==> config.mk <==
export PLATFORM = sky130hd
export DESIGN_NAME = dkong_adec
export DESIGN_NICKNAME = d
export VERILOG_FILES = /design/src/design/dkong_pkg.sv /design/src/design/dkong_adec.sv
export SDC_FILE = /design/constraint.sdc
export NUM_CORES = 1
export LEC_CHECK = 0
export BUFFER_PORTS_ARGS = -buffer_cell sky130_fd_sc_hd__buf_2
export CORE_AREA = 4 4 44 66
export CTS_CLUSTER_SIZE = 8
export DETAILED_ROUTE_END_ITERATION = 12
export DIE_AREA = 0 0 48 70
export PLACE_DENSITY = 0.87
export SYNTH_ARGS = -nofsm -noshare
export SYNTH_HDL_FRONTEND = slang
export SYNTH_SLANG_ARGS = --single-unit
==> constraint.sdc <==
create_clock -name clk_24576m -period 2.3 [get_ports clk_24576m]
set_clock_uncertainty 0.05 [all_clocks]
set_input_delay 0.345 -clock clk_24576m [delete_from_list [all_inputs] [get_ports clk_24576m]]
set_output_delay 0.345 -clock clk_24576m [all_outputs]
set_load 0.05 [all_outputs]
==> src/design/dkong_pkg.sv <==
// Bus and switch structs, latch type, DMA state enum, memory map constants
`default_nettype none

package dkong_pkg;

	// ==================================================
	// Basic widths
	// ==================================================
	typedef logic [15:0] addr_t;
	typedef logic [7:0]  data_t;
	typedef logic [9:0]  ram_addr_t;
	typedef logic [15:0] rom_addr_t;

	// 5H latch image
	// Bit 1 display, 2 flip, 3 2PSL, 4 NMI enable, 5 DMA trigger
	typedef logic [7:0] ctrl_latch_t;

	// Everything the CPU drives onto the board
	typedef struct packed {
		addr_t addr;
		data_t dout;
		logic  rd_n;
		logic  wr_n;
		logic  mreq_n;
	} cpu_bus_t;

	// Switches, active high
	typedef struct packed {
		logic up;
		logic down;
		logic left;
		logic right;
		logic jump;
	} player_sw_t;

	typedef struct packed {
		logic start1;
		logic start2;
		logic coin;
	} sys_sw_t;

	// Decoded selects, active high, only while MREQ is low
	typedef struct packed {
		logic rom;
		logic ram1;
		logic ram2;
		logic ram3;
		logic in0;
		logic in1;
		logic in2;
		logic dip;
	} mem_sel_t;

	typedef enum logic [1:0] {
		DMA_IDLE,
		DMA_REQ,
		DMA_COPY,
		DMA_DONE
	} dma_state_t;

	// ==================================================
	// Memory map
	// ==================================================
	localparam addr_t RAM1_BASE    = 16'h6000;
	localparam addr_t RAM2_BASE    = 16'h6400;
	localparam addr_t SPR_BASE     = 16'h7000;
	localparam addr_t IN0_ADDR     = 16'h7C00;
	localparam addr_t IN1_ADDR     = 16'h7C80;
	localparam addr_t IN2_ADDR     = 16'h7D00;
	localparam addr_t DIP_ADDR     = 16'h7D80;
	localparam addr_t LATCH_BASE   = 16'h7D80;
	localparam addr_t ROM_TOP_DK   = 16'h3FFF;
	localparam addr_t ROM_TOP_DKJR = 16'h5FFF;

	// Sprite copy length in bytes
	localparam int unsigned DMA_LEN = 384;
	// Clocks per CPU clock enable
	localparam int unsigned CE_DIV = 8;

endpackage

`default_nettype wire

==> src/design/dkong_adec.sv <==
// Address decoder, Junior ROM remap, 5H control latch, vblank NMI, CPU clock enable
`default_nettype none

module dkong_adec import dkong_pkg::*; (
	input  wire logic        clk_24576m,
	input  wire logic        rst_n,
	input  wire cpu_bus_t    cpu,
	input  wire logic        game_dkjr,
	input  wire logic        vblank_n,
	output mem_sel_t         sel,
	output rom_addr_t        rom_addr,
	output ctrl_latch_t      latch,
	output logic             nmi_n,
	output logic             cpu_ce
);

	addr_t      rom_top;
	logic       latch_wr;
	logic       vblank_q;
	logic [2:0] phase;

	// ==================================================
	// Address decode
	// ==================================================
	// Junior program space runs up to 5FFF
	assign rom_top = game_dkjr ? ROM_TOP_DKJR : ROM_TOP_DK;

	always_comb begin
		sel = '0;
		if (!cpu.mreq_n) begin
			sel.rom  = (cpu.addr <= rom_top);
			// 1 KB RAM blocks
			sel.ram1 = (cpu.addr[15:10] == RAM1_BASE[15:10]);
			sel.ram2 = (cpu.addr[15:10] == RAM2_BASE[15:10]);
			sel.ram3 = (cpu.addr[15:10] == SPR_BASE[15:10]);
			// Input ports, 128 byte windows
			sel.in0  = (cpu.addr[15:7] == IN0_ADDR[15:7]);
			sel.in1  = (cpu.addr[15:7] == IN1_ADDR[15:7]);
			sel.in2  = (cpu.addr[15:7] == IN2_ADDR[15:7]);
			sel.dip  = (cpu.addr[15:7] == DIP_ADDR[15:7]);
		end
	end

	// Junior swaps 2 KB banks around in the ROM file
	always_comb begin
		rom_addr = cpu.addr;
		if (game_dkjr) begin
			case (cpu.addr[15:11])
				5'h02:   rom_addr = {5'h06, cpu.addr[10:0]};
				5'h03:   rom_addr = {5'h0B, cpu.addr[10:0]};
				5'h05:   rom_addr = {5'h09, cpu.addr[10:0]};
				5'h06:   rom_addr = {5'h02, cpu.addr[10:0]};
				5'h07:   rom_addr = {5'h03, cpu.addr[10:0]};
				5'h09:   rom_addr = {5'h05, cpu.addr[10:0]};
				5'h0B:   rom_addr = {5'h07, cpu.addr[10:0]};
				default: rom_addr = cpu.addr;
			endcase
		end
	end

	// ==================================================
	// 5H control latch
	// ==================================================
	// Addressable latch, one bit per address, data from D0
	assign latch_wr = !cpu.mreq_n && !cpu.wr_n && (cpu.addr[15:3] == LATCH_BASE[15:3]);

	always_ff @(posedge clk_24576m) begin
		if (!rst_n) begin
			latch <= '0;
		end else if (latch_wr) begin
			latch[cpu.addr[2:0]] <= cpu.dout[0];
		end
	end

	// ==================================================
	// NMI on falling vblank
	// ==================================================
	always_ff @(posedge clk_24576m) begin
		if (!rst_n) begin
			vblank_q <= 1'b1;
			nmi_n    <= 1'b1;
		end else begin
			vblank_q <= vblank_n;
			// Enable bit low holds NMI released
			if (!latch[4]) begin
				nmi_n <= 1'b1;
			end else if (vblank_q && !vblank_n) begin
				nmi_n <= 1'b0;
			end
		end
	end

	// CPU clock enable, one pulse per CE_DIV clocks
	always_ff @(posedge clk_24576m) begin
		if (!rst_n) begin
			phase <= '0;
		end else if (phase == 3'(CE_DIV - 1)) begin
			phase <= '0;
		end else begin
			phase <= phase + 3'd1;
		end
	end

	assign cpu_ce = (phase == 3'(CE_DIV - 1));

endmodule

`default_nettype wire

Word level (Yosys, flattened, before mapping)

Index checks and enable logic that the tools add are counted.
W data, S select, Z words.

Register bits: 13
Output and inout bits: 34
Input bits: 31
Logic and storage cells: 41

Eq/ne operators: 16
Order comparisons: 3
Add/subtract/negate cells: 1
Reduce and logical (&&, ||, !) cells: 9
Bitwise operators: 1
Mux-type cells: 7

Operator list:

| operator               | count |
|---|---|
| $pmux W16 S7           | 1 |
| $eq A9 B8 Y1 const B   | 4 |
| $eq A6 B5 Y1 const B   | 3 |
| $le A16 B15 Y1         | 1 |
| $mux W16               | 1 |
| $eq A5 B3 Y1 const B   | 3 |
| $mux W15               | 1 |
| $eq A13 B12 Y1 const B | 1 |
| $eq A5 B2 Y1 const B   | 2 |
| $eq A5 B4 Y1 const B   | 2 |
| $bwmux W8              | 1 |
| $mux W8                | 1 |
| $logic_and A1 B1 Y1    | 4 |
| $lt A3 B4 Y1 const B   | 1 |
| $add A3 B1 Y3 const B  | 1 |
| $demux W1 S3           | 1 |
| $eq A3 B3 Y1 const B   | 1 |
| $ge A3 B1 Y1 const B   | 1 |
| $logic_not A1 Y1       | 3 |
| $reduce_and A2 Y1      | 1 |
| $reduce_or A2 Y1       | 1 |
| $mux W1                | 1 |
| $not A1 Y1             | 1 |

Longest topological paths before layout

Depth in word-level cells: 5
Gate-level depth with buffers: 6
Depth with buffers taken out: 5

Worst setup path after synthesis

Ideal clock, no wire load.

Path type: input to output
Start: in cpu[20] (netlist bit)
End: out sel[2] (netlist bit)
Path buffers: 0
Path slack: -0.481 ns
Required time: 1.905 ns
Stages on the path: 3
Arrival: 2.386 ns
Path through: or4b_4 or2_2 nor3b_1

RTL lines:

| element         | RTL line         | source |
|---|---|---|
| start, declared | dkong_adec.sv:7  | `input wire cpu_bus_t cpu,` |
| end, declared   | dkong_adec.sv:10 | `output mem_sel_t sel,` |

==> results_dict.tcl <==
set metrics [dict create \
    postCtsSetupBuffers 0 \
    yosysWarnings 0 \
    cp.buffers_inverters 2 \
    min_path_type "input pin to flop" \
    startpoint_class_of_the_critical_path "input pin" \
    ys_seq_elements 13 \
    maxSlewViolCount 0 \
    reg2reg_depth 3 \
    worstPathRequired_ns 1.90 \
    timing.critical_path.to_type "primary output" \
    boundaryPins 65 \
    cp_cell_sequence "buf_2 -> or4b_4 -> or2_2 -> nor3b_2 -> buf_2" \
    grt_pass1_vias 909 \
    final.fill_count 229 \
    avgRoutedWirePerCell_um 13.7 \
    antenna_found_initial 0 \
    totalWireLength_mm 2.35 \
    combinational_family_with_the_most_area_after_synthesis "simple AND/OR/NAND/NOR gates" \
    synth_fa_ha_area_share_pct 5.52 \
    grt-ovfl-total 0 \
    cell_class_contributing_the_biggest_share_of_worst_path_delay "simple AND/OR/NAND/NOR gates" \
    yosysTopAreaCellShare_pct 28.7 \
    viasPerCell 5.43 \
    drive_above_1_share_pct 47.3 \
    min_path_cells 2 \
    critical_path_class "input pin to primary output" \
    drtPass1Iterations 4 \
    die_w_um 48 \
    crit_path_max_fanout 4 \
    tritoncts.num_buffers 3 \
    post_synth_xor_area_fraction_pct 0 \
    area_delta_synth_final_pct 26.0 \
    std_cell_rows 22 \
    synth_sequential_area_ratio_pct 28.7 \
    globalRouteTotalUtil_pct 14.0 \
    die_height_um 70 \
    clock-root-buffer "sky130_fd_sc_hd__clkbuf_4" \
    outcome "complete, no violations" \
    synth_simple_gate_area_share_pct 35.1 \
    count_of_cell_instances_traversed_by_the_critical_path 5 \
    design.core.area_um2 2370 \
    placed_area_um2 1110 \
    hpwl_mm 1.92 \
    worst_path_largest_cell_delay_ns 0.54 \
    power.density_cell_area_nw_per_um2 459 \
    final-seq-area_um2 260 \
    max-slew-margin-rel_pct 82.4 \
    initial_utilization_pct 38.3 \
    final_cell_mix "56 x sky130_fd_sc_hd__buf_2, 13 x sky130_fd_sc_hd__dfxtp_1, 12 x sky130_fd_sc_hd__nand2_1" \
    synthCells 108 \
    cell_accounting_for_the_most_synthesized_area "sky130_fd_sc_hd__dfxtp_1" \
    peakVddDrop_mv 0.217 \
    antenna_cells_inserted 0 \
    fin_nets 184 \
    cp.arrival_ns 1.84 \
    syn-num-nets 143 \
    h-tree-depth 1 \
    min_from "vblank_n" \
    synth.distinct_cells 36 \
    max-clock-path-buffers 2 \
    multiInputGateArea_um2 529 \
    avgSynthCellArea_um2 8.39 \
    post_cts_resized 0 \
    timing.final.crit_share_pct 97.2 \
    muxShareOfSynthArea_pct 6.63 \
    clkSinkCount 13 \
    syn_area_um2 906 \
    tritoncts "built" \
    post_synth_main_area_contributors "sky130_fd_sc_hd__dfxtp_1 29%, sky130_fd_sc_hd__buf_4 9.1%, sky130_fd_sc_hd__mux2i_1 6.6%, sky130_fd_sc_hd__ha_1 5.5%, sky130_fd_sc_hd__nand2_1 5.0%" \
    antenna_viol_nets_final 0 \
    worst_slew_pin_slew_ns 0.263 \
    drv.max_cap_violation_count 0 \
    max_freq_ghz 0.448 \
    drt_first_iter_violations 16 \
    critical_path_s_slowest_cell "sky130_fd_sc_hd__or4b_4" \
    vias 934 \
    largest_net_degree_at_the_start_of_global_routing 15 \
    io_buffer_count 56 \
    stdcell_area_um2 1140 \
    layout_min_cycle_time_ns 2.23 \
    critical-path-top-cell-by-count "sky130_fd_sc_hd__buf_2" \
    clkLatencyLatePin_ns 0.27 \
    cts-hold-fix-buffers 0 \
    grt_pass1_wl_mm 3.60 \
    synth-compound-area-share_pct 8.98 \
    clk_transition_reported_paths_ns 0.07 \
    final_core_util_pct 48.2 \
    die_area_um2 3360 \
    setup_repair_after_global_routing_missed_its_margin "no" \
    p_leak_nw 0.564 \
    layout.cells.most_common "sky130_fd_sc_hd__buf_2" \
    finalWeightedCongestion 0.722 \
    hold_viol 0 \
    drcViolationCount 0 \
    worst_setup_path_startpoint "cpu[20]" \
    setup_viol 0 \
    worstReg2RegStart "phase[0]$_SDFF_PP0_" \
]
-- per-stage QoR --
stage / hold slack (ns) / cells / power, mW / setup WS, ns / setup TNS [ns]
after floorplan: 0.355 / 108 / 0.358 / -0.0135 / -0.0135
after global placement: 0.341 / 168 / 0.388 / 0.0992 / 0
final: 0.230 / 172 / 0.524 / 0.0655 / 0
after detailed placement: 0.355 / 168 / 0.395 / 0.0590 / 0
after global routing: 0.260 / 172 / 0.550 / 0.00579 / 0
after CTS: 0.224 / 172 / 0.530 / 0.0582 / 0
-- worst paths after layout --
check                         to  slack [ns]
max                       sel[1]        0.07
min          vblank_q$_SDFF_PN1_        0.23
min reg2reg   nmi_n$_SDFFE_PN1P_        0.37
max reg2reg  phase[2]$_SDFF_PP0_        1.19
-- registers in the layout (all words and copies together), names as in the netlist --
register / count
phase: 3
latch: 8
nmi_n: 1
vblank_q: 1
-- logic make-up (layout without fill, tap and decap cells) --
family          after synthesis  after routing
fa+ha+maj                     4              4
mux                           6              6
simple gates                 51             51
buf+inv                      23             63
compound gates               11             11
flops                        13             13
-- where the power goes --
group	total, mW	internal, mW	switching, mW
Sequential	0.232	0.230	0.00193
Clock	0.135	0.0671	0.0681
Combinational	0.156	0.0448	0.111
Total	0.524	0.342	0.181
-- cell type report --
type / count / share of cell area [%]
clock buffers: 4 / 2.30
inverters: 2 / 0.658
multi-input cells: 72 / 46.4
flip-flops and latches: 13 / 22.8
well taps: 24 / 2.63
repair buffers: 57 / 25.2
-- Yosys cell counts, drive strengths merged --
| library cell | instances |
|---|---|
| buf | 13 |
| dfxtp | 13 |
| nand2 | 12 |
| clkbuf | 8 |
| mux2i | 6 |
| nor2 | 6 |
| nor3b | 6 |
| ha | 4 |
| nand3b | 4 |
| nand4 | 4 |
| a21oi | 3 |
| nand3 | 3 |
| and3b | 2 |
| inv | 2 |
| nand2b | 2 |
| nor3 | 2 |
| nor4 | 2 |
| o32a | 2 |
| or4 | 2 |
| and2b | 1 |
| nand4b | 1 |
| o211ai | 1 |
| o21a | 1 |
| o21ai | 1 |
| o311ai | 1 |
| o31ai | 1 |
| o41ai | 1 |
| or2 | 1 |
| or3 | 1 |
| or4b | 1 |
| or4bb | 1 |
-- routing by layer --
| metal | routed length, um | GRT usage (%) |
|---|---|---|
| met1 | 794 | 13.4 |
| met2 | 1300 | 26.8 |
| met3 | 225 | 1.03 |
| met4 | 35 | 6.29 |
| met5 | 0 | 0 |
No activity file was read; power rests on OpenSTA's default activity.
