File: src/design/dkong_pkg.sv
// Bus and switch structs, latch type, DMA state enum, memory map constants
`default_nettype none

package dkong_pkg;

	// ==================================================
	// Basic widths
	// ==================================================
	typedef logic [15:0] addr_t;
	typedef logic [7:0]  data_t;
	typedef logic [9:0]  ram_addr_t;
	typedef logic [15:0] rom_addr_t;

	// 5H latch image
	// Bit 1 display, 2 flip, 3 2PSL, 4 NMI enable, 5 DMA trigger
	typedef logic [7:0] ctrl_latch_t;

	// Everything the CPU drives onto the board
	typedef struct packed {
		addr_t addr;
		data_t dout;
		logic  rd_n;
		logic  wr_n;
		logic  mreq_n;
	} cpu_bus_t;

	// Switches, active high
	typedef struct packed {
		logic up;
		logic down;
		logic left;
		logic right;
		logic jump;
	} player_sw_t;

	typedef struct packed {
		logic start1;
		logic start2;
		logic coin;
	} sys_sw_t;

	// Decoded selects, active high, only while MREQ is low
	typedef struct packed {
		logic rom;
		logic ram1;
		logic ram2;
		logic ram3;
		logic in0;
		logic in1;
		logic in2;
		logic dip;
	} mem_sel_t;

	typedef enum logic [1:0] {
		DMA_IDLE,
		DMA_REQ,
		DMA_COPY,
		DMA_DONE
	} dma_state_t;

	// ==================================================
	// Memory map
	// ==================================================
	localparam addr_t RAM1_BASE    = 16'h6000;
	localparam addr_t RAM2_BASE    = 16'h6400;
	localparam addr_t SPR_BASE     = 16'h7000;
	localparam addr_t IN0_ADDR     = 16'h7C00;
	localparam addr_t IN1_ADDR     = 16'h7C80;
	localparam addr_t IN2_ADDR     = 16'h7D00;
	localparam addr_t DIP_ADDR     = 16'h7D80;
	localparam addr_t LATCH_BASE   = 16'h7D80;
	localparam addr_t ROM_TOP_DK   = 16'h3FFF;
	localparam addr_t ROM_TOP_DKJR = 16'h5FFF;

	// Sprite copy length in bytes
	localparam int unsigned DMA_LEN = 384;
	// Clocks per CPU clock enable
	localparam int unsigned CE_DIV = 8;

endpackage

`default_nettype wire

File: src/design/dkong_dma.sv
// Sprite DMA controller, bus request and sprite RAM to object RAM copy
`default_nettype none

module dkong_dma import dkong_pkg::*; (
	input  wire logic  clk_24576m,
	input  wire logic  rst_n,
	input  wire logic  cpu_ce,
	input  wire logic  trig,
	input  wire logic  busak,
	input  wire data_t src_data,
	output logic       busrq,
	output ram_addr_t  src_addr,
	output ram_addr_t  dst_addr,
	output data_t      dst_data,
	output logic       dst_we
);

	dma_state_t state;
	logic       trig_q;
	logic [8:0] count;
	logic [8:0] wr_addr;
	// Read issued, write still owed
	logic       pend;
	logic       issue;

	// ==================================================
	// Copy control
	// ==================================================
	// One read per CPU enable, never two writes owed
	assign issue = (state == DMA_COPY) && busak && cpu_ce && !pend;

	always_ff @(posedge clk_24576m) begin
		if (!rst_n) begin
			state  <= DMA_IDLE;
			trig_q <= 1'b0;
			pend   <= 1'b0;
			count  <= '0;
		end else begin
			trig_q <= trig;

			if (issue) begin
				pend <= 1'b1;
			end else if (pend && busak) begin
				pend <= 1'b0;
			end

			if (issue) begin
				count <= count + 9'd1;
			end

			case (state)
				DMA_IDLE: begin
					// Only a fresh 0 to 1 on the trigger bit
					if (trig && !trig_q) begin
						state <= DMA_REQ;
					end
				end
				DMA_REQ: begin
					if (busak) begin
						state <= DMA_COPY;
						count <= '0;
					end
				end
				DMA_COPY: begin
					if (issue && count == 9'(DMA_LEN - 1)) begin
						state <= DMA_DONE;
					end
				end
				DMA_DONE: begin
					// Hold the bus until the last byte lands
					if (!pend) begin
						state <= DMA_IDLE;
					end
				end
				default: state <= DMA_IDLE;
			endcase
		end
	end

	// Destination follows the read by one clock
	always_ff @(posedge clk_24576m) begin
		if (issue) begin
			wr_addr <= count;
		end
	end

	// ==================================================
	// Outputs
	// ==================================================
	// Keep the source address parked while a write waits, so the RAM output holds
	assign src_addr = {1'b0, (pend ? wr_addr : count)};
	assign dst_addr = {1'b0, wr_addr};
	assign dst_data = src_data;
	// Paused copy waits for the bus again
	assign dst_we   = pend && busak;
	assign busrq    = (state != DMA_IDLE);

endmodule

`default_nettype wire

File: config.mk
export PLATFORM = sky130hd
export DESIGN_NAME = dkong_dma
export DESIGN_NICKNAME = d
export VERILOG_FILES = /design/src/design/dkong_pkg.sv /design/src/design/dkong_dma.sv
export SDC_FILE = /design/constraint.sdc
export NUM_CORES = 1
export LEC_CHECK = 0
export BUFFER_PORTS_ARGS = -buffer_cell sky130_fd_sc_hd__buf_2
export CAP_MARGIN = 20
export CELL_PAD_IN_SITES_DETAIL_PLACEMENT = 1
export CELL_PAD_IN_SITES_GLOBAL_PLACEMENT = 1
export CORE_ASPECT_RATIO = 2
export CORE_UTILIZATION = 40
export CTS_BUF_LIST = sky130_fd_sc_hd__clkbuf_2 sky130_fd_sc_hd__clkbuf_4 sky130_fd_sc_hd__clkbuf_8
export CTS_CLUSTER_SIZE = 25
export DETAILED_ROUTE_END_ITERATION = 8
export PLACE_DENSITY_LB_ADDON = 0.1
export REMOVE_ABC_BUFFERS = 1
export SYNTH_ARGS = -nofsm -noshare
export SYNTH_HDL_FRONTEND = slang
export SYNTH_SLANG_ARGS = --single-unit
File: constraint.sdc
create_clock -name clk_24576m -period 2.4 [get_ports clk_24576m]
set_input_delay 0.6 -clock clk_24576m [delete_from_list [all_inputs] [get_ports clk_24576m]]
set_output_delay 0.6 -clock clk_24576m [all_outputs]
set_load 0.01 [all_outputs]
Yosys cells after proc, flatten, opt, wreduce, memory -nomap -nowiden
Cells that the tools add are included.

Add/subtract/negate cells: 1. Multiplexer cells: 11. Equality and inequality tests: 8. Reductions and logical operators: 12.

Operators with widths (number): 9-bit 2-to-1 mux (4); 9-bit by 1-bit adder with 9-bit output (second input constant) (1); 9-bit equality test (second input constant) (1); 2-bit 2-to-1 mux (4); 2-bit case mux with 4 select lines (1); 1-bit logical AND (6); 2-bit != test (second input constant) (3); 2-bit equality test (second input constant) (2); 4-bit AND reduction (1); 2-bit nonzero test (2); 2-bit by 1-bit equality test with 1-bit output (second input constant) (1); 1-bit logical NOT (2); 2-bit logical NOT (1); 1-bit 2-to-1 mux (2); 2-bit by 1-bit != test with 1-bit output (second input constant) (1).

Input port bits: 13. Register bits: 22. Word-level logic and storage cells: 37. Output and inout port bits: 30.

Depth between registers and ports, before layout
Gate-level depths: netlist (run 1).

Depth after elaboration: 7. Gate-level depth with buffers: 8. Depth with buffers taken out: 7.

Worst setup path before layout (run 1)
Ideal clock, no wire load.

Kind: flip-flop to output port. Start point: reg pend. End point: out src_addr[2]. Required time: 1800 ps. Cell stages (with the launch flop): 3. Slack: 730 ps. Buffers on the path: 1. Arrival: 1070 ps. Cells stage by stage: dfxtp_1 clkbuf_1 mux2_2.

Longest elaborated chain between the ends: 1.

Ends and longest elaborated chain: from (decl) (line dkong_dma.sv:23) `logic pend;`; from (signal assigned) (line dkong_dma.sv:36) `pend <= 1'b0;`; from (signal assigned) (line dkong_dma.sv:42) `pend <= 1'b1;`; from (signal assigned) (line dkong_dma.sv:44) `pend <= 1'b0;`; 9-bit 2-to-1 mux (line dkong_dma.sv:91) `assign src_addr = {1'b0, (pend ? wr_addr : count)};`; to (decl) (line dkong_dma.sv:12) `output ram_addr_t src_addr,`.

No other way between the ends.

Final worst setup path (run 1)
Start point: reg pend. End point: out src_addr[7].

Same word-level chain as after synthesis.

==> results of run 1 <==
-- cells in the mapped netlist (all sizes together) (2+ instances only) --
cell type	instances	share of area (%)
a21oi	5	2.2
edfxtp	9	23
nand3	2	1.3
and2	2	1.2
nand2	10	3.3
nor3	2	0.87
xnor2	5	3.8
o21ai	2	0.87
buf	11	7.5
ha	6	6.5
nor4	3	1.6
inv	8	2.6
mux2	9	9.1
dfxtp	13	23
nor2	11	3.6
-- critical path, delay by kind of cell (launching register included) --
kind / cells / cell delay [ns]
muxes: 1 / 0.39
DFF: 1 / 0.67
buffers and inverters: 1 / 0.14
-- state kept, by name, indices dropped and copies added (netlist names) --
name,count
pend,1
count,9
state,2
wr_addr,9
trig_q,1
-- logic make-up (layout without fill, tap and decap cells) --
logic type               Yosys count  count (layout)  synth area share [%]
AND/OR/NAND/NOR                   35              35                  16.2
flip-flops                        22              22                  46.1
buffers and inverters             20              37                  10.4
AO/OA/AOI/OAI                     11              11                  6.74
multiplexers                       9               9                  9.13
adder cells (fa/ha/maj)            6               6                  6.52
XOR/XNOR                           6               6                  4.57
other                              1               2                 0.326
-- placed cells by master, fill, tap and decap left out, drive strengths merged --
cell	synthesis	final
xor2	1	1
dfxtp	13	13
xnor2	5	5
edfxtp	9	9
or3	1	1
nand2b	1	1
nand4b	1	1
o21ai	2	2
ha	6	6
and2	2	2
nand3	2	2
conb	1	2
o41ai	1	1
nor4	3	3
nor2	11	11
inv	8	8
clkbuf	1	4
a211oi	1	1
nor3	2	2
nand2	10	10
nand4	1	1
a21o	1	1
a21oi	5	5
mux2	9	9
buf	11	25
a222oi	1	1
nand3b	1	1
-- through the flow --
stage / setup WS [ns] / cell area [µm²] / total power [W] / util, %
after detailed placement: 0.458 / 1230 / 0.000702 / 44.9
after CTS: 0.293 / 1280 / 0.000942 / 46.7
after global placement: 0.545 / 1230 / 0.000687 / 44.9
after floorplan: 0.773 / 1060 / 0.000613 / -
final: 0.341 / 1280 / 0.000925 / 46.7
after global routing: 0.199 / 1280 / 0.000992 / 46.7
-- metal layers --
metal	track usage (%)	up-vias	part of all wire [%]
met5	0	-	0
met4	6.21	0	0.92
met3	4.29	2	4.4
met2	31.3	33	61
met1	16.3	419	34
li1	-	401	-
-- power by group --
group,switching [W],total [W],leakage (nW),internal (W)
clock network,0.000108,0.000237,0.0262,0.000129
registers,0.0000281,0.000447,0.183,0.000419
logic,0.000142,0.000242,0.339,0.000100
total,0.000278,0.000925,0.548,0.000648
-- worst min path at each step --
stage / startpoint / to / depth (start not counted)
after floorplan: count[8] / wr_addr[8] / 0
after global placement: count[8] / wr_addr[8] / 0
after detailed placement: count[8] / wr_addr[8] / 0
after CTS: count[6] / wr_addr[6] / 0
after global routing: count[8] / wr_addr[8] / 0
final: count[6] / wr_addr[6] / 0
-- area by class of cell --
type / instances / area share (%)
Inverter: 8 / 2.35
Clock buffer: 4 / 3.82
Timing Repair Buffer: 25 / 9.99
Multi-Input combinational cell: 69 / 39.5
Tap cell: 29 / 2.84
Sequential cell: 22 / 41.5
==> run metrics, run 1 <==
FF-to-FF path depth=6; hold slack=0.524 ns; htree depth=1; crit-path max cell delay=0.67 ns; GRT Residual Overflow=0; vias in the first global route=834; die span in x=39.9 µm; Slew @ Worst Pin=0.630 ns; DRC viols=0; library cells used by synthesis=31; setup TNS=0 ns; Worst Setup SP=pend; Area Growth Syn to Fin=11.0%; crit path capture=src_addr[7]; Detailed Route WL=2390 µm; largest net degree at the start of global routing=15; Synth Flop Type=dfxtp_1; die extent in y=77.9 µm; Post-synth EDFFs=9; Critical Path RT=1.80 ns; status=finished clean; CTS Buf Count=3; vias=855; row count=27; max_slew headroom=58.0%; Final Setup Violations=0; count of final hold-check violations=0; # diodes=0; hold buffer count at cts=0; register area=531 µm²; CORE AREA=2740 µm²; post-CTS setup buffers=0; # clock sinks=22; multi-input logic area=504 µm²; first-pass GRT wire length=3760 µm; reg2reg setup slack=0.48 ns; GRT Resource Usage Total=17.1%; Starting Density=42.1%; Post-Layout Cell Count=157; Peak VDD IR=0.000363 V; fin crit period=2.06 ns; io pins=43; CTS root buffer=clkbuf_8; final worst path period share=85.8%; post-synthesis sequential area ratio=46.1%; dpl cells=153; cell area after synthesis=1150 µm²; fin nets=148; Cell Chain, Critical Path=mux2_2, buf_2; Synthesis Warnings=0; Clock Latency Late Sink=0.25 ns; Worst-path clk slew=0.07 ns; Critical R2R Capture=state[0]; drt first pass iters=4; critical path class=reg -> out; DIE AREA=3110 µm²; RSZ-0062 raised after global routing=false; layout cells sized above 1=33.6%; highest clock rate=486 MHz; crit end category=output port; CTS tree=done; HPWL Detailed=1910 µm; worst hold path class=reg -> reg; CP arrival=1.46 ns; slowest CP cell=dfxtp_1; max_cap viols=0; wire per inst=15.2 µm; Placer Congestion=0.756; Fin Clk Skew=0.00443 ns; startpoint types=flip-flop; drt via density=5.45; Critical R2R Launch=state[0]; port bufs=24; Fillers=342; synthesized area per cell=10.5 µm²; PwrDens=724 nW/µm²; Mapped Cells=110; Starting DRT DRC Count=15; Async SR Flop Fraction=0%; Routed Antenna Nets=0; clk buf depth=2; Pleak=0.548 nW; top fanout value on the critical path=14; initial antenna violation count=0; CTS resizes=0; Slew Viols, Final=0; Yosys reg bits=22
(Power assumes the default switching activity.)
==> run 2, diff against run 1 <==
Settings changed: CORE_MARGIN from default to 2.
==> run metrics, run 2 (synthesis gave the netlist of run 1 again) <==
status=finished clean; Area Growth Syn to Fin=11.0% (unchanged); Routed Antenna Nets=0 (unchanged); GRT Resource Usage Total=16.4% (-0.66 points); Clock Latency Late Sink=0.27 ns (+0.02 ns); Post-DP Area=1230 µm² (unchanged); Starting DRT DRC Count=16 (+1); Final Core Density=46.7% (unchanged); dpl cells=153 (unchanged); critical path class=reg -> out; max_slew headroom=59.7% (+1.7 points); most common cell after layout, fill and taps aside=buf_2; post-CTS setup buffers=0 (unchanged); Post-Layout Cell Count=157 (unchanged); Cell Chain, Critical Path=mux2_2, buf_2; post-route setup slack=0.296 ns (-0.0455 ns); GRT Residual Overflow=0 (unchanged); Slew @ Worst Pin=0.604 ns (-0.0255 ns); crit-path max cell delay=0.70 ns (+0.03 ns); Critical R2R Launch=state[0]; vias=830 (-2.9%); count of final hold-check violations=0 (unchanged); # diodes=0 (unchanged); sw power=0.000289 W (+4.1%); hold path cells=0 (unchanged); max_cap viols=0 (unchanged); FF-to-FF path depth=6 (unchanged); largest net degree at the start of global routing=15 (unchanged); met3 usage=4.52% (+0.24 points); # clock sinks=22 (unchanged); initial antenna violation count=0 (unchanged); final worst path period share=87.7% (+1.9 points); Critical Path RT=1.80 ns (about the same); PwrDens=734 nW/µm² (+1.3%); vias in the first global route=877 (+5.2%); CTS tree=done; reg2reg setup slack=0.52 ns (+0.04 ns); layout cells sized above 1=33.6% (unchanged); Worst-path clk slew=0.08 ns (about the same); RSZ-0062 raised after global routing=false; port bufs=24 (unchanged); highest clock rate=475 MHz (-2.2%); row count=27 (unchanged); DRC viols=0 (unchanged); die extent in y=79.9 µm (+2.6%); drt first pass iters=2 (-2); GR peak layer=met2; hold buffer count at cts=0 (unchanged); startpoint types=flip-flop; htree depth=1 (unchanged); wire per inst=15.6 µm (+2.5%); fin nets=148 (unchanged); fin crit period=2.10 ns (+0.0455 ns); Pleak=0.548 nW (unchanged); WHS Endpoint=wr_addr[6]; first-pass GRT wire length=4110 µm (+9.2%); slowest CP cell=dfxtp_1; commonest cells after routing, fill and taps aside=buf_2 (24), dfxtp_1 (13), nor2_1 (11); Flop pwr share=47.4% (-0.9 points); final instance area=1280 µm² (unchanged); worst hold path class=reg -> reg; Placer Congestion=0.750 (-0.79%); CTS root buffer=clkbuf_8; setup TNS=0 ns (unchanged); Fin Clk Skew=0.00733 ns (+0.00291 ns); Int Power=0.000649 W (+0.14%); CP arrival=1.50 ns (+0.04 ns); Top Registers=count x9, wr_addr x9, state x2; Slew Viols, Final=0 (unchanged); Place WS=0.541 ns (+0.0833 ns); crit end category=output port; Peak VDD IR=0.000407 V (+12%); HPWL Detailed=1860 µm (-2.8%); top fanout value on the critical path=14 (unchanged); drt via density=5.29 (-2.9%); clock group share of total power=26.8% (+1.2 points); Hold Startpoint=count[6]; combinational share of power=25.8% (-0.3 points); CTS Buf Count=3 (unchanged); switching part of the total=30.8% (+0.83 points); CTS resizes=0 (unchanged); Starting Density=42.1% (unchanged); DIE AREA=3350 µm² (+7.7%); Final Setup Violations=0 (unchanged); Critical R2R Capture=state[0]; CORE AREA=2740 µm² (unchanged); GRT met2 Usage=30.8% (-0.51 points); clk buf depth=2 (unchanged); io pins=43 (unchanged); met1 GRT Util=15.1% (-1.2 points); die span in x=41.9 µm (+5.0%); Detailed Route WL=2450 µm (+2.5%)
==> run 2: cell counts in the layout (fill, tap and decap cells not counted) <==
Identical to the previous run, type by type.
==> run 2: cell type report <==
cell class / count / area, µm²
clock buffer: 4 / 48.8
fill: 332 / 1460
inverter: 8 / 30.0
multi-input combinational: 69 / 504
sequential: 22 / 531
tap: 29 / 36.3
timing repair buffer: 25 / 128
==> run 2: worst max-delay path by stage <==
stage / startpoint / endpoint / slack (ns) / depth (start not counted)
after floorplan: state[0] / state[0] / 0.77 / 6
after global placement: state[0] / state[0] / 0.55 / 6
after detailed placement: state[0] / count[3] / 0.54 / 7
after CTS: pend / src_addr[5] / 0.25 / 2
after global routing: pend / src_addr[5] / 0.19 / 2
final: pend / src_addr[5] / 0.30 / 2
==> run 2: critical path, delay by kind of cell (launching register included) <==
family | cells | cell delay (ns)
flip-flops | 1 | 0.70
multiplexers | 1 | 0.40
buffers and inverters | 1 | 0.14
==> run 2: layer usage <==
layer,wire (µm),vias to the layer above
li1,-,400
met1,804,391
met2,1430,32
met3,133,7
met4,78,0
met5,0,-
==> run 2: power groups by stage <==
stage	logic (W)	clock network (W)	registers (W)
3_5_place_dp	0.000244	0	0.000454
4_1_cts	0.000246	0.000251	0.000445
2_1_floorplan	0.000162	0	0.000452
6_report	0.000242	0.000251	0.000445
3_3_place_gp	0.000236	0	0.000452
5_1_grt	0.000271	0.000271	0.000449
==> run 2: through the flow <==
| stage | total power, W | hold slack, ns |
|---|---|---|
| global route | 0.000991 | 0.537 |
| CTS | 0.000943 | 0.525 |
| finish | 0.000938 | 0.522 |
| detailed placement | 0.000698 | 0.495 |
| floorplan | 0.000613 | 0.453 |
| global placement | 0.000688 | 0.508 |
