## config.mk

```make
export PLATFORM = sky130hd
export DESIGN_NAME = dkong_cpu_rdbus
export DESIGN_NICKNAME = d
export VERILOG_FILES = /design/src/design/dkong_pkg.sv /design/src/design/dkong_cpu_rdbus.sv
export SDC_FILE = /design/constraint.sdc
export NUM_CORES = 1
export LEC_CHECK = 0
export BUFFER_PORTS_ARGS = -buffer_cell sky130_fd_sc_hd__buf_2
export CAP_MARGIN = 20
export CORE_MARGIN = 2
export CORE_UTILIZATION = 33
export CTS_CLUSTER_SIZE = 30
export DETAILED_ROUTE_END_ITERATION = 8
export GPL_ROUTABILITY_DRIVEN = 1
export PLACE_DENSITY_LB_ADDON = 0.2
export SKIP_CTS_REPAIR_TIMING = 1
export SLEW_MARGIN = 20
export SYNTH_ARGS = -nofsm -noshare
export SYNTH_HDL_FRONTEND = slang
export SYNTH_SLANG_ARGS = --single-unit
export TNS_END_PERCENT = 5
```

## constraint.sdc

```tcl
create_clock -name clk_24576m -period 0.9 [get_ports clk_24576m]
set_clock_uncertainty 0.05 [all_clocks]
set_input_delay 0.18 -clock clk_24576m [delete_from_list [all_inputs] [get_ports clk_24576m]]
set_output_delay 0.18 -clock clk_24576m [all_outputs]
set_load 0.05 [all_outputs]
```

## src/design/dkong_pkg.sv

```systemverilog
// Bus and switch structs, latch type, DMA state enum, memory map constants
`default_nettype none

package dkong_pkg;

	// ==================================================
	// Basic widths
	// ==================================================
	typedef logic [15:0] addr_t;
	typedef logic [7:0]  data_t;
	typedef logic [9:0]  ram_addr_t;
	typedef logic [15:0] rom_addr_t;

	// 5H latch image
	// Bit 1 display, 2 flip, 3 2PSL, 4 NMI enable, 5 DMA trigger
	typedef logic [7:0] ctrl_latch_t;

	// Everything the CPU drives onto the board
	typedef struct packed {
		addr_t addr;
		data_t dout;
		logic  rd_n;
		logic  wr_n;
		logic  mreq_n;
	} cpu_bus_t;

	// Switches, active high
	typedef struct packed {
		logic up;
		logic down;
		logic left;
		logic right;
		logic jump;
	} player_sw_t;

	typedef struct packed {
		logic start1;
		logic start2;
		logic coin;
	} sys_sw_t;

	// Decoded selects, active high, only while MREQ is low
	typedef struct packed {
		logic rom;
		logic ram1;
		logic ram2;
		logic ram3;
		logic in0;
		logic in1;
		logic in2;
		logic dip;
	} mem_sel_t;

	typedef enum logic [1:0] {
		DMA_IDLE,
		DMA_REQ,
		DMA_COPY,
		DMA_DONE
	} dma_state_t;

	// ==================================================
	// Memory map
	// ==================================================
	localparam addr_t RAM1_BASE    = 16'h6000;
	localparam addr_t RAM2_BASE    = 16'h6400;
	localparam addr_t SPR_BASE     = 16'h7000;
	localparam addr_t IN0_ADDR     = 16'h7C00;
	localparam addr_t IN1_ADDR     = 16'h7C80;
	localparam addr_t IN2_ADDR     = 16'h7D00;
	localparam addr_t DIP_ADDR     = 16'h7D80;
	localparam addr_t LATCH_BASE   = 16'h7D80;
	localparam addr_t ROM_TOP_DK   = 16'h3FFF;
	localparam addr_t ROM_TOP_DKJR = 16'h5FFF;

	// Sprite copy length in bytes
	localparam int unsigned DMA_LEN = 384;
	// Clocks per CPU clock enable
	localparam int unsigned CE_DIV = 8;

endpackage

`default_nettype wire

```

## src/design/dkong_cpu_rdbus.sv

```systemverilog
// Input port formatting and registered OR merge of the CPU read sources
`default_nettype none

module dkong_cpu_rdbus import dkong_pkg::*; (
	input  wire logic       clk_24576m,
	input  wire logic       rst_n,
	input  wire mem_sel_t   sel,
	input  wire player_sw_t p1,
	input  wire player_sw_t p2,
	input  wire sys_sw_t    sys,
	input  wire data_t      dip,
	input  wire data_t      rom_data,
	input  wire data_t      ram1_data,
	input  wire data_t      ram2_data,
	input  wire data_t      spr_data,
	output data_t           cpu_din
);

	mem_sel_t sel_q;
	data_t    rom_q;
	data_t    in0_byte;
	data_t    in1_byte;
	data_t    in2_byte;
	data_t    rd_mux;

	// Player byte: jump, down, up, left, right in bits 4..0
	assign in0_byte = {3'b000, p1.jump, p1.down, p1.up, p1.left, p1.right};
	assign in1_byte = {3'b000, p2.jump, p2.down, p2.up, p2.left, p2.right};
	// Coin on top, starts in bits 3 and 2
	assign in2_byte = {sys.coin, 3'b000, sys.start2, sys.start1, 2'b00};

	// ROM data registered to line up with the RAM outputs
	always_ff @(posedge clk_24576m) begin
		rom_q <= rom_data;
	end

	// Gated OR of every source, zero when nothing selected
	always_comb begin
		rd_mux = ({8{sel_q.rom}}  & rom_q)
		       | ({8{sel_q.ram1}} & ram1_data)
		       | ({8{sel_q.ram2}} & ram2_data)
		       | ({8{sel_q.ram3}} & spr_data)
		       | ({8{sel_q.in0}}  & in0_byte)
		       | ({8{sel_q.in1}}  & in1_byte)
		       | ({8{sel_q.in2}}  & in2_byte)
		       | ({8{sel_q.dip}}  & dip);
	end

	always_ff @(posedge clk_24576m) begin
		if (!rst_n) begin
			sel_q   <= '0;
			cpu_din <= '0;
		end else begin
			sel_q   <= sel;
			cpu_din <= rd_mux;
		end
	end

endmodule

`default_nettype wire

```

After elaboration in Yosys (flattened, before gate mapping)
Index checks and enable logic that the tools add are counted.
{ "totals": {"output_inout_bits": 8, "regBits": 24, "elab_cells": 25} }
{ "classes": {"bitwise": 15} }
{ "op_table": {"columns": ["operator", "n"], "rows": [
  ["bitwise OR 8 bit", 7],
  ["bitwise AND 8 bit", 6],
  ["bitwise AND 8 x 5 -> 8 bit", 2]
]} }

Depth between registers and ports, before layout
Gate-level depths: netlist of the first run.
{ "depth": {"word_depth": 8, "mapped_depth": 3} }

Worst setup path after synthesis of the first run
No wires, ideal clock.
{ "synth_timing": {"path_kind": "register to register", "startpoint": "register sel_q[4] (netlist name)", "endpoint": "register cpu_din[0]", "slack_ns": -0.078, "setup_ns": 0.131, "t_arrival_ns": 0.797, "stages_incl_launch_ff": 4, "required_ns": 0.719, "cell_sequence": "dfxtp_1 -> buf_6 -> a222oi_1 -> a31oi_1"} }
{ "synth_between": {"elab_chain_len": 6} }
{ "synth_lines": {"columns": ["item", "line_no", "source"], "rows": [
  ["from (decl)", "dkong_cpu_rdbus.sv:19", "mem_sel_t sel_q;"],
  ["from (signal assigned)", "dkong_cpu_rdbus.sv:54", "sel_q <= sel;"],
  ["bitwise AND 8 bit", "dkong_cpu_rdbus.sv:42", "| ({8{sel_q.ram3}} & spr_data)"],
  ["bitwise OR 8 bit", "dkong_cpu_rdbus.sv:42", null],
  ["bitwise OR 8 bit", "dkong_cpu_rdbus.sv:43", "| ({8{sel_q.in0}} & in0_byte)"],
  ["bitwise OR 8 bit", "dkong_cpu_rdbus.sv:44", "| ({8{sel_q.in1}} & in1_byte)"],
  ["bitwise OR 8 bit", "dkong_cpu_rdbus.sv:45", "| ({8{sel_q.in2}} & in2_byte)"],
  ["bitwise OR 8 bit", "dkong_cpu_rdbus.sv:46", "| ({8{sel_q.dip}} & dip);"],
  ["to (signal assigned)", "dkong_cpu_rdbus.sv:55", "cpu_din <= rd_mux;"],
  ["to (decl)", "dkong_cpu_rdbus.sv:16", "output data_t cpu_din"]
]} }
Every way passes these cells.
A chain may end at the register's enable or synchronous reset.

Final worst setup path of the first run
{ "layout_timing": {"startpoint": "register cpu_din[6]", "endpoint": "output port cpu_din[6]"} }
No word-level cell between the ends.

==> metrics.md, run 1 <==
| Metric | Value |
|---|---|
| Worst path bufs/invs | `1` |
| Crit path time final | `1050 ps` |
| Initial Util | `33.9%` |
| Wire per inst | `13.6 um` |
| Synthesized flop and latch total | `24` |
| Final hold violation count | `0` |
| Net count after synthesis | `133` |
| Total track usage | `17.5%` |
| CP delay by family, top | `flip-flops` |
| Max Clk Rate | `0.956 GHz` |
| CP arrival | `820 ps` |
| Start of the worst register-to-register path | `sel_q[7]$_SDFF_PN0_` |
| Rows | `18` |
| Leakage power | `0.708 nW` |
| Synthesized instance count | `70` |
| H-tree levels | `1` |
| CP endpoint kind | `primary output` |
| DRT iter0 DRCs | `36` |
| Synth warn | `0` |
| Hold endpoint | `sel_q[0]$_SDFF_PN0_` |
| Largest net degree at the start of global routing | `15` |
| Overflow after GRT | `0` |
| Die area | `0.00289 mm^2` |
| # DRC | `0` |
| RSZ-0062 raised after global routing | `yes` |
| Register-to-register setup slack | `-120 ps` |
| Hold depth | `2` |
| Worst-Skew Late Latency | `310 ps` |
| Core area | `0.00241 mm^2` |
| Hold Path Class | `in -> reg` |
| VDD IR max | `0.00135 V` |
| Final HPWL DP | `1930 um` |
| Antenna cells | `0` |
| Setup violations, final | `16` |
| Seq/Total Area, Yosys | `58.8%` |
| Actual slew at the worst max-slew pin | `342 ps` |
| Crit-path slowest cell | `dfxtp_2` |
| First-pass DRT Iterations | `4` |
| Final core utilization | `62.9%` |
| Initial antenna violation count | `0` |
| Cell Area, Synth | `817 um^2` |
| Failing checks | `setup timing` |
| CP Data Required Time | `670 ps` |
| Tcrit/Tclk final | `116%` |
| Status | `finished, violations left` |
| First-pass GRT wire length | `3560 um` |
| Die height | `53.8 um` |
| Routability Congestion | `0.713` |
| Final WS setup | `-146 ps` |
| Avg Inst Size Synth | `11.7 um^2` |
| Reg2reg path depth | `2` |
| Antenna viol nets, final | `0` |
| Largest driver fanout on the critical path | `1` |
| Nets | `223` |
| WHS | `10.9 ps` |
| CTS tree | `done` |
| Dominant synthesized flop cell | `dfxtp_1` |
| Cts bufs inserted | `3` |
| Maxcap violations | `0` |
| Area contributors post-synth | `dfxtp_1 59%, a22oi_1 17%, a222oi_1 6.1%, and2_1 6.1%, a31oi_1 3.1%` |
| Ports | `71` |
| Clk Tree Root Cell | `clkbuf_4` |
| Crit Path Class | `reg -> out` |
| Synth unique cells | `10` |
| Layout cell share with drive strength beyond 1 | `59.1%` |
| Via count of the first global-routing pass | `772` |
| Layout Area Growth over Synthesis | `85.5%` |
| Rel. slew slack | `77.2%` |
| Synth top cells by count | `24 x dfxtp_1, 19 x a22oi_1, 8 x and2_1, 5 x a222oi_1, 4 x a31oi_1` |
| Vias | `917` |
| Async S/R FF share, synth | `0%` |
| Synth area leader | `dfxtp_1` |
| Clk slew on worst S/H paths | `130 ps` |
| Vias per std cell | `4.85` |
| Port buffer count | `70` |
| Final wirelength | `2570 um` |
| Setup crit start kind | `register` |
| Slowest stage delay, CP | `370 ps` |
| Most frequent cell after synthesis | `dfxtp_1` |
| Bufs on Longest Clock Path | `2` |
| Critical path cell sequence | `buf_8` |
| Pre-CTS WS | `-110 ps` |
| Power Dens Cells | `1650 mW/mm^2` |
| Reg2reg end | `cpu_din[5]$_SDFF_PN0_` |
| Clock sinks | `24` |
| Horiz. Die Dim | `53.8 um` |
| Max Slew Vio Count | `0` |
| Post-synth EDFFs | `0` |
| Setup TNS | `-1690 ps` |
| Synth top area share | `58.8%` |
| Hold_sp | `sel[0]` |
## power breakdown
| part | switching, mW | internal (mW) |
|---|---|---|
| clock network | 0.314 | 0.450 |
| logic | 0.226 | 0.302 |
| registers | 0.0607 | 1.14 |
| total | 0.600 | 1.90 |
## state kept, by name (all words and copies together) (netlist names)
name / cells
cpu_din: 8
rom_q: 8
sel_q: 8
## per-stage QoR
stage          total power [mW]  area [um^2]  instances
6_report                   2.50         1520        189
3_3_place_gp               1.62         1220        171
4_1_cts                    2.39         1280        175
3_5_place_dp               1.62         1220        171
5_1_grt                    2.63         1520        189
2_1_floorplan              1.41          817         70
## how the worst max path moves through the flow
stage	startpoint	endpoint	slack, ps	cells past startpoint
after CTS	cpu_din[6]$_SDFF_PN0_	cpu_din[6]	-250	1
after detailed placement	sel_q[4]$_SDFF_PN0_	cpu_din[1]$_SDFF_PN0_	-110	2
final	cpu_din[6]$_SDFF_PN0_	cpu_din[6]	-150	1
after global routing	sel_q[7]$_SDFF_PN0_	cpu_din[2]$_SDFF_PN0_	-200	3
after floorplan	sel_q[4]$_SDFF_PN0_	cpu_din[0]$_SDFF_PN0_	-70	3
after global placement	sel_q[7]$_SDFF_PN0_	cpu_din[5]$_SDFF_PN0_	-90	2
## layout make-up
cell class	instances	area, um^2
Fill cell	213	895
Timing Repair Buffer	90	628
Sequential cell	24	498
Multi-Input combinational cell	40	295
Tap cell	30	37.5
Clock inverter	1	30.0
Clock buffer	3	22.5
Inverter	1	3.75
## metal layers
| layer | vias to the layer above | track usage, % | routed length (um) |
|---|---|---|---|
| met3 | 4 | 8.06 | 350 |
| met4 | 0 | 2.56 | 37 |
| met2 | 61 | 27.6 | 1170 |
| li1 | 458 | - | - |
| met1 | 394 | 22.2 | 1010 |
| met5 | - | 0 | 0 |
## cells by family (layout without fill, tap and decap cells)
kind of cell           count (synthesis)  in the layout  share of synthesized area, %
AO/OA/AOI/OAI                         32             32                          30.0
buffers and inverters                  6             95                          5.05
flip-flops                            24             24                          58.8
AND/OR/NAND/NOR                        8              8                          6.13
## cells in the final DEF (no fill, tap or decap), types with 3 or more instances in the layout
| cell | synthesis | routed |
|---|---|---|
| buf_2 | 3 | 62 |
| a22oi_1 | 19 | 19 |
| dfxtp_2 | 0 | 14 |
| dlygate4sd3_1 | 0 | 14 |
| dfxtp_1 | 24 | 10 |
| and2_1 | 8 | 8 |
| buf_8 | 0 | 8 |
| a222oi_1 | 5 | 5 |
| buf_4 | 0 | 5 |
| a31oi_1 | 4 | 4 |
| clkbuf_4 | 0 | 3 |
Note: power is estimated with default switching activity, not from simulation.
==> inputs of run 2 (changes only) <==
--- a/config.mk
+++ b/config.mk
@@ -12,7 +12,7 @@
 export CTS_CLUSTER_SIZE = 30
 export DETAILED_ROUTE_END_ITERATION = 8
 export GPL_ROUTABILITY_DRIVEN = 1
-export PLACE_DENSITY_LB_ADDON = 0.2
+export PLACE_DENSITY = 0.74
 export SKIP_CTS_REPAIR_TIMING = 1
 export SLEW_MARGIN = 20
 export SYNTH_ARGS = -nofsm -noshare
==> run 2 against run 1 <==
The run still ends with setup timing left. Register-to-register slack about the same. Worst hold slack better by 8.7 ps. Die area unchanged. Wire length grew 3.6%. Critical path type unchanged. Highest routed layer unchanged.
==> metrics.md, run 2 (synthesis gave the netlist of run 1 again) <==
| Metric | Value |
|---|---|
| Status | `finished, violations left` |
| Failing checks | `setup timing` |
| Combinational Power Share | `23.4% (+2.3 points)` |
| Wire per inst | `14.6 um (+7.6%)` |
| Via count of the first global-routing pass | `918 (+19%)` |
| WHS | `19.5 ps (+8.65 ps)` |
| # DRC | `0 (unchanged)` |
| Fillers | `220 (+3.3%)` |
| Pre-CTS WS | `-138 ps (-27.8 ps)` |
| Bufs on Longest Clock Path | `2 (unchanged)` |
| Core area | `0.00241 mm^2 (unchanged)` |
| Horiz. Die Dim | `53.8 um (unchanged)` |
| Die area | `0.00289 mm^2 (unchanged)` |
| Max Clk Rate | `0.953 GHz (-0.29%)` |
| Initial antenna violation count | `0 (unchanged)` |
| Vias | `935 (+2.0%)` |
| Worst-Skew Late Latency | `310 ps (about the same)` |
| Antenna viol nets, final | `0 (unchanged)` |
| Routability Congestion | `0.719 (+0.84%)` |
| DRT iter0 DRCs | `56 (+56%)` |
| Largest net degree at the start of global routing | `13 (-2)` |
| Rows | `18 (unchanged)` |
| Layout cell share with drive strength beyond 1 | `61.2% (+2.1 points)` |
| Nets | `217 (-2.7%)` |
| Initial Util | `33.9% (unchanged)` |
| Hold Path Class | `in -> reg` |
| Commonest non-fill, non-tap cell in the layout | `buf_2` |
| Net Sw Frac | `27.1% (+3.1 points)` |
| Clk slew on worst S/H paths | `120 ps (about the same)` |
| Register share of total power | `55.7% (+7.4 points)` |
| Crit Path Class | `reg -> out` |
| Crit path time final | `1050 ps (+3.01 ps)` |
| First-pass DRT Iterations | `4 (unchanged)` |
| Sw power | `584 uW (-2.8%)` |
| Largest regs | `cpu_din x8, rom_q x8, sel_q x8` |
| Die height | `53.8 um (unchanged)` |
| RSZ-0062 raised after global routing | `yes` |
| VDD IR max | `0.00101 V (-26%)` |
| Final WS setup | `-149 ps (-3.01 ps)` |
| First-pass GRT wire length | `3920 um (+10%)` |
| Clock network power share | `21.0% (-9.6 points)` |
| Rel. slew slack | `80.4% (+3.2 points)` |
| CP delay by family, top | `flip-flops` |
| Antenna cells | `0 (unchanged)` |
| Maxcap violations | `0 (unchanged)` |
| Clk Tree Root Cell | `clkbuf_4` |
| H-tree levels | `1 (unchanged)` |
| Cts bufs inserted | `3 (unchanged)` |
| Final hold violation count | `0 (unchanged)` |
| Final wirelength | `2660 um (+3.6%)` |
| CTS tree | `done` |
| Crit-path slowest cell | `dfxtp_2` |
| Layout Area Growth over Synthesis | `72.6%` |
| Vias per std cell | `5.14 (+5.9%)` |
| Power Internal | `1.57 mW (-17%)` |
| Critical path cell sequence | `buf_6` |
| Worst path bufs/invs | `1 (unchanged)` |
| CP endpoint kind | `primary output` |
| Actual slew at the worst max-slew pin | `294 ps (-48.7 ps)` |
| Largest driver fanout on the critical path | `1 (unchanged)` |
| Most frequent cells in the layout | `62 x buf_2, 18 x a22oi_1, 11 x dfxtp_2, 11 x dfxtp_1` |
| Slowest stage delay, CP | `360 ps (about the same)` |
| Setup violations, final | `16 (unchanged)` |
| Clock sinks | `24 (unchanged)` |
| Final HPWL DP | `2120 um (+9.9%)` |
| Leakage power | `0.662 nW (-6.5%)` |
| Tcrit/Tclk final | `117% (+0.33 points)` |
| Overflow after GRT | `0 (unchanged)` |
| Total track usage | `19.5% (+2.0 points)` |
| CP Data Required Time | `670 ps (about the same)` |
| Ports | `71 (unchanged)` |
| Power Dens Cells | `1530 mW/mm^2 (-7.4%)` |
| Setup crit start kind | `register` |
| CP arrival | `820 ps (about the same)` |
| Port buffer count | `70 (unchanged)` |
| Max Slew Vio Count | `0 (unchanged)` |
-- run 2: cell types whose count changed in the layout (fill, tap and decap cells not counted), sizes merged --
cell / delta
dlygate4sd3: -6
bufinv: -1
-- run 2: routing by layer --
layer	routed length [um]	global-route usage (%)	vias to the layer above	share of wire, %
met5	0	0	-	0
met4	87	11.5	0	3.3
met3	247	3.89	9	9.3
met2	1350	33.9	62	51
met1	974	21.7	422	37
li1	-	-	442	-
-- run 2: power groups by stage --
stage | clock, mW | sequential (mW) | combinational [mW]
after floorplan | 0 | 1.30 | 0.118
after global placement | 0 | 1.20 | 0.406
after detailed placement | 0 | 1.21 | 0.413
after CTS | 0.462 | 1.18 | 0.414
after global routing | 0.495 | 1.20 | 0.540
final | 0.452 | 1.20 | 0.502
-- run 2: worst paths after layout --
check	from	endpoint	slack, ps	depth (start not counted)
hold reg to reg	rom_q[4]$_DFF_P_	cpu_din[4]$_SDFF_PN0_	500	2
setup reg to reg	sel_q[4]$_SDFF_PN0_	cpu_din[4]$_SDFF_PN0_	-110	2
hold / removal	sel[5]	sel_q[5]$_SDFF_PN0_	20	2
setup / recovery	cpu_din[4]$_SDFF_PN0_	cpu_din[4]	-150	1
-- run 2: final cells by class --
| class | instances | area [um^2] | area share [%] |
|---|---|---|---|
| Inverter | 1 | 3.75 | 0.266 |
| Multi-Input combinational cell | 40 | 300 | 21.3 |
| Tap cell | 30 | 37.5 | 2.66 |
| Timing Repair Buffer | 84 | 544 | 38.6 |
| Clock buffer | 3 | 22.5 | 1.60 |
| Sequential cell | 24 | 502 | 35.6 |
-- run 2: through the flow --
step	instances	instance area (um^2)	TNS (ps)	power, mW	util [%]
floorplan	70	817	-337	1.41	-
global placement	170	1200	-435	1.61	50.0
CTS	173	1230	-2760	2.06	50.9
detailed placement	170	1200	-773	1.62	50.0
global route	182	1410	-2290	2.24	58.5
finish	182	1410	-1630	2.15	58.5
==> inputs of run 3 (changes only) <==
--- a/config.mk
+++ b/config.mk
@@ -12,6 +12,7 @@
 export CTS_CLUSTER_SIZE = 30
 export DETAILED_ROUTE_END_ITERATION = 8
 export GPL_ROUTABILITY_DRIVEN = 1
+export MAX_ROUTING_LAYER = met4
 export PLACE_DENSITY = 0.74
 export SKIP_CTS_REPAIR_TIMING = 1
 export SLEW_MARGIN = 20
==> run 3 against run 2 <==
The flow still finishes with violations (setup timing). Largest cell class unchanged. Worst hold slack got worse by 1.2 ps. Count of clock-buffer cells in the layout unchanged. Register-to-register slack about the same. Non-clock buffer count unchanged. Wire length decreased by 0.34%. Power about the same. Final cell count unchanged.
==> metrics.md, run 3 (synthesis gave the netlist of run 1 again) <==
| Metric | Value |
|---|---|
| Status | `finished, violations left` |
| Failing checks | `setup timing` |
| DP Area | `0.00120 mm^2 (unchanged)` |
| Cts bufs inserted | `3 (unchanged)` |
| WP depth | `1 (unchanged)` |
| CTS tree | `done` |
| CP arrival | `820 ps (about the same)` |
| CP delay by family, top | `flip-flops` |
| Bufs on Longest Clock Path | `2 (unchanged)` |
| Vias per std cell | `5.18 (+0.75%)` |
| Vias | `942 (+0.75%)` |
| First-pass DRT Iterations | `4 (unchanged)` |
| Power Total | `2.15 mW (about the same)` |
| Via count of the first global-routing pass | `918 (unchanged)` |
| Leakage power | `0.662 nW (unchanged)` |
| Reg2reg end | `cpu_din[4]$_SDFF_PN0_` |
| Routability Congestion | `0.727 (+1.2%)` |
| RSZ-0062 raised after global routing | `yes` |
| Layout Area Growth over Synthesis | `72.6% (unchanged)` |
| Hold Path Class | `in -> reg` |
| H-tree levels | `1 (unchanged)` |
| Reg2reg path depth | `2 (unchanged)` |
| Final HPWL DP | `2120 um (unchanged)` |
| CP Data Required Time | `670 ps (about the same)` |
| Setup crit start kind | `register` |
| Pre-CTS WS | `-138 ps (unchanged)` |
| Clk Tree Root Cell | `clkbuf_4` |
| Crit path time final | `1050 ps (+0.984 ps)` |
| Slowest stage delay, CP | `360 ps (about the same)` |
| Rows | `18 (unchanged)` |
| Fillers | `220 (unchanged)` |
| Total track usage | `20.0% (+0.56 points)` |
| Crit Path Class | `reg -> out` |
| Worst-Skew Late Latency | `310 ps (about the same)` |
| VDD IR max | `0.00101 V (+0.51%)` |
| Setup TNS | `-1620 ps (+6.19 ps)` |
| Most frequent cells in the layout | `62 x buf_2, 18 x a22oi_1, 11 x dfxtp_2, 11 x dfxtp_1` |
| Worst Setup EP | `cpu_din[4]` |
| Tcrit/Tclk final | `117% (about the same)` |
| Rel. slew slack | `80.5% (+0.081 points)` |
| Actual slew at the worst max-slew pin | `293 ps (-1.22 ps)` |
| # DRC | `0 (unchanged)` |
| Port buffer count | `70 (unchanged)` |
| DRT iter0 DRCs | `56 (unchanged)` |
| Antenna viol nets, final | `0 (unchanged)` |
| Power Dens Cells | `1530 mW/mm^2 (about the same)` |
| CP endpoint kind | `primary output` |
| First-pass GRT wire length | `3920 um (unchanged)` |
| Wire per inst | `14.6 um (-0.34%)` |
| Overflow after GRT | `0 (unchanged)` |
| Final hold violation count | `0 (unchanged)` |
| Nets | `217 (unchanged)` |
| Clk slew on worst S/H paths | `120 ps (about the same)` |
| Crit-path slowest cell | `dfxtp_2` |
| Start of the worst register-to-register path | `sel_q[4]$_SDFF_PN0_` |
| Layout cell share with drive strength beyond 1 | `61.2% (unchanged)` |
| Post-Place Cells | `170 (unchanged)` |
| Max Slew Vio Count | `0 (unchanged)` |
| Final wirelength | `2650 um (-0.34%)` |
| Final WS setup | `-150 ps (-0.984 ps)` |
| Antenna cells | `0 (unchanged)` |
| Initial antenna violation count | `0 (unchanged)` |
| Critical path cell sequence | `buf_6` |
| Commonest non-fill, non-tap cell in the layout | `buf_2` |
| Clock sinks | `24 (unchanged)` |
| Largest regs | `cpu_din x8, rom_q x8, sel_q x8` |
| Worst path bufs/invs | `1 (unchanged)` |
| Finished Cell Area | `0.00141 mm^2 (unchanged)` |
| Die area | `0.00289 mm^2 (unchanged)` |
| Core area | `0.00241 mm^2 (unchanged)` |
| Largest net degree at the start of global routing | `13 (unchanged)` |
| Initial Util | `33.9% (unchanged)` |
| CP Launch Point | `cpu_din[4]$_SDFF_PN0_` |
| Setup violations, final | `16 (unchanged)` |
| Post-Layout Cell Count | `182 (unchanged)` |
| Ports | `71 (unchanged)` |
| Largest driver fanout on the critical path | `1 (unchanged)` |
| Die height | `53.8 um (unchanged)` |
| Horiz. Die Dim | `53.8 um (unchanged)` |
| Maxcap violations | `0 (unchanged)` |
| Max Clk Rate | `0.953 GHz (about the same)` |
| Register-to-register setup slack | `-110 ps (about the same)` |
==> run 3: worst min-delay path by stage <==
stage                startpoint             endpoint  cells after the start  slack (ps)
floorplan           rom_data[0]     rom_q[0]$_DFF_P_                      0         160
global placement    rom_data[1]     rom_q[1]$_DFF_P_                      1         230
detailed placement  rom_data[4]     rom_q[4]$_DFF_P_                      1         230
CTS                 rom_data[4]     rom_q[4]$_DFF_P_                      1        -100
global route             sel[0]  sel_q[0]$_SDFF_PN0_                      2          10
finish                   sel[5]  sel_q[5]$_SDFF_PN0_                      2          20
==> run 3: per-layer routing <==
layer  GRT usage [%]  routed length (um)
met1            21.7                 942
met2            33.9                1330
met3            3.89                 290
met4            11.5                  87
met5               -                   0
==> run 3: worst reg2reg max path, delay by kind of cell, from the launching register on <==
family          cells  cell delay, ps
flops               1             390
compound gates      2             470
==> run 3: final cells by class <==
| cell class | count | area, um^2 | share of cell area [%] |
|---|---|---|---|
| Multi-Input combinational cell | 40 | 300 | 21.3 |
| Timing Repair Buffer | 84 | 544 | 38.6 |
| Clock buffer | 3 | 22.5 | 1.60 |
| Sequential cell | 24 | 502 | 35.6 |
| Tap cell | 30 | 37.5 | 2.66 |
| Inverter | 1 | 3.75 | 0.266 |
==> run 3: stage by stage <==
step | hold slack [ps] | utilization, %
finish | 18.3 | 58.5
global route | 11.8 | 58.5
CTS | -98.3 | 50.9
detailed placement | 234 | 50.0
global placement | 234 | 50.0
floorplan | 158 | -
==> run 3: power breakdown <==
| part | total, mW | switching (mW) | internal (mW) | leakage [nW] |
|---|---|---|---|---|
| clock | 0.453 | 0.297 | 0.157 | 0.0138 |
| sequential | 1.20 | 0.0579 | 1.14 | 0.205 |
| combinational | 0.502 | 0.230 | 0.272 | 0.443 |
| total | 2.15 | 0.585 | 1.57 | 0.662 |
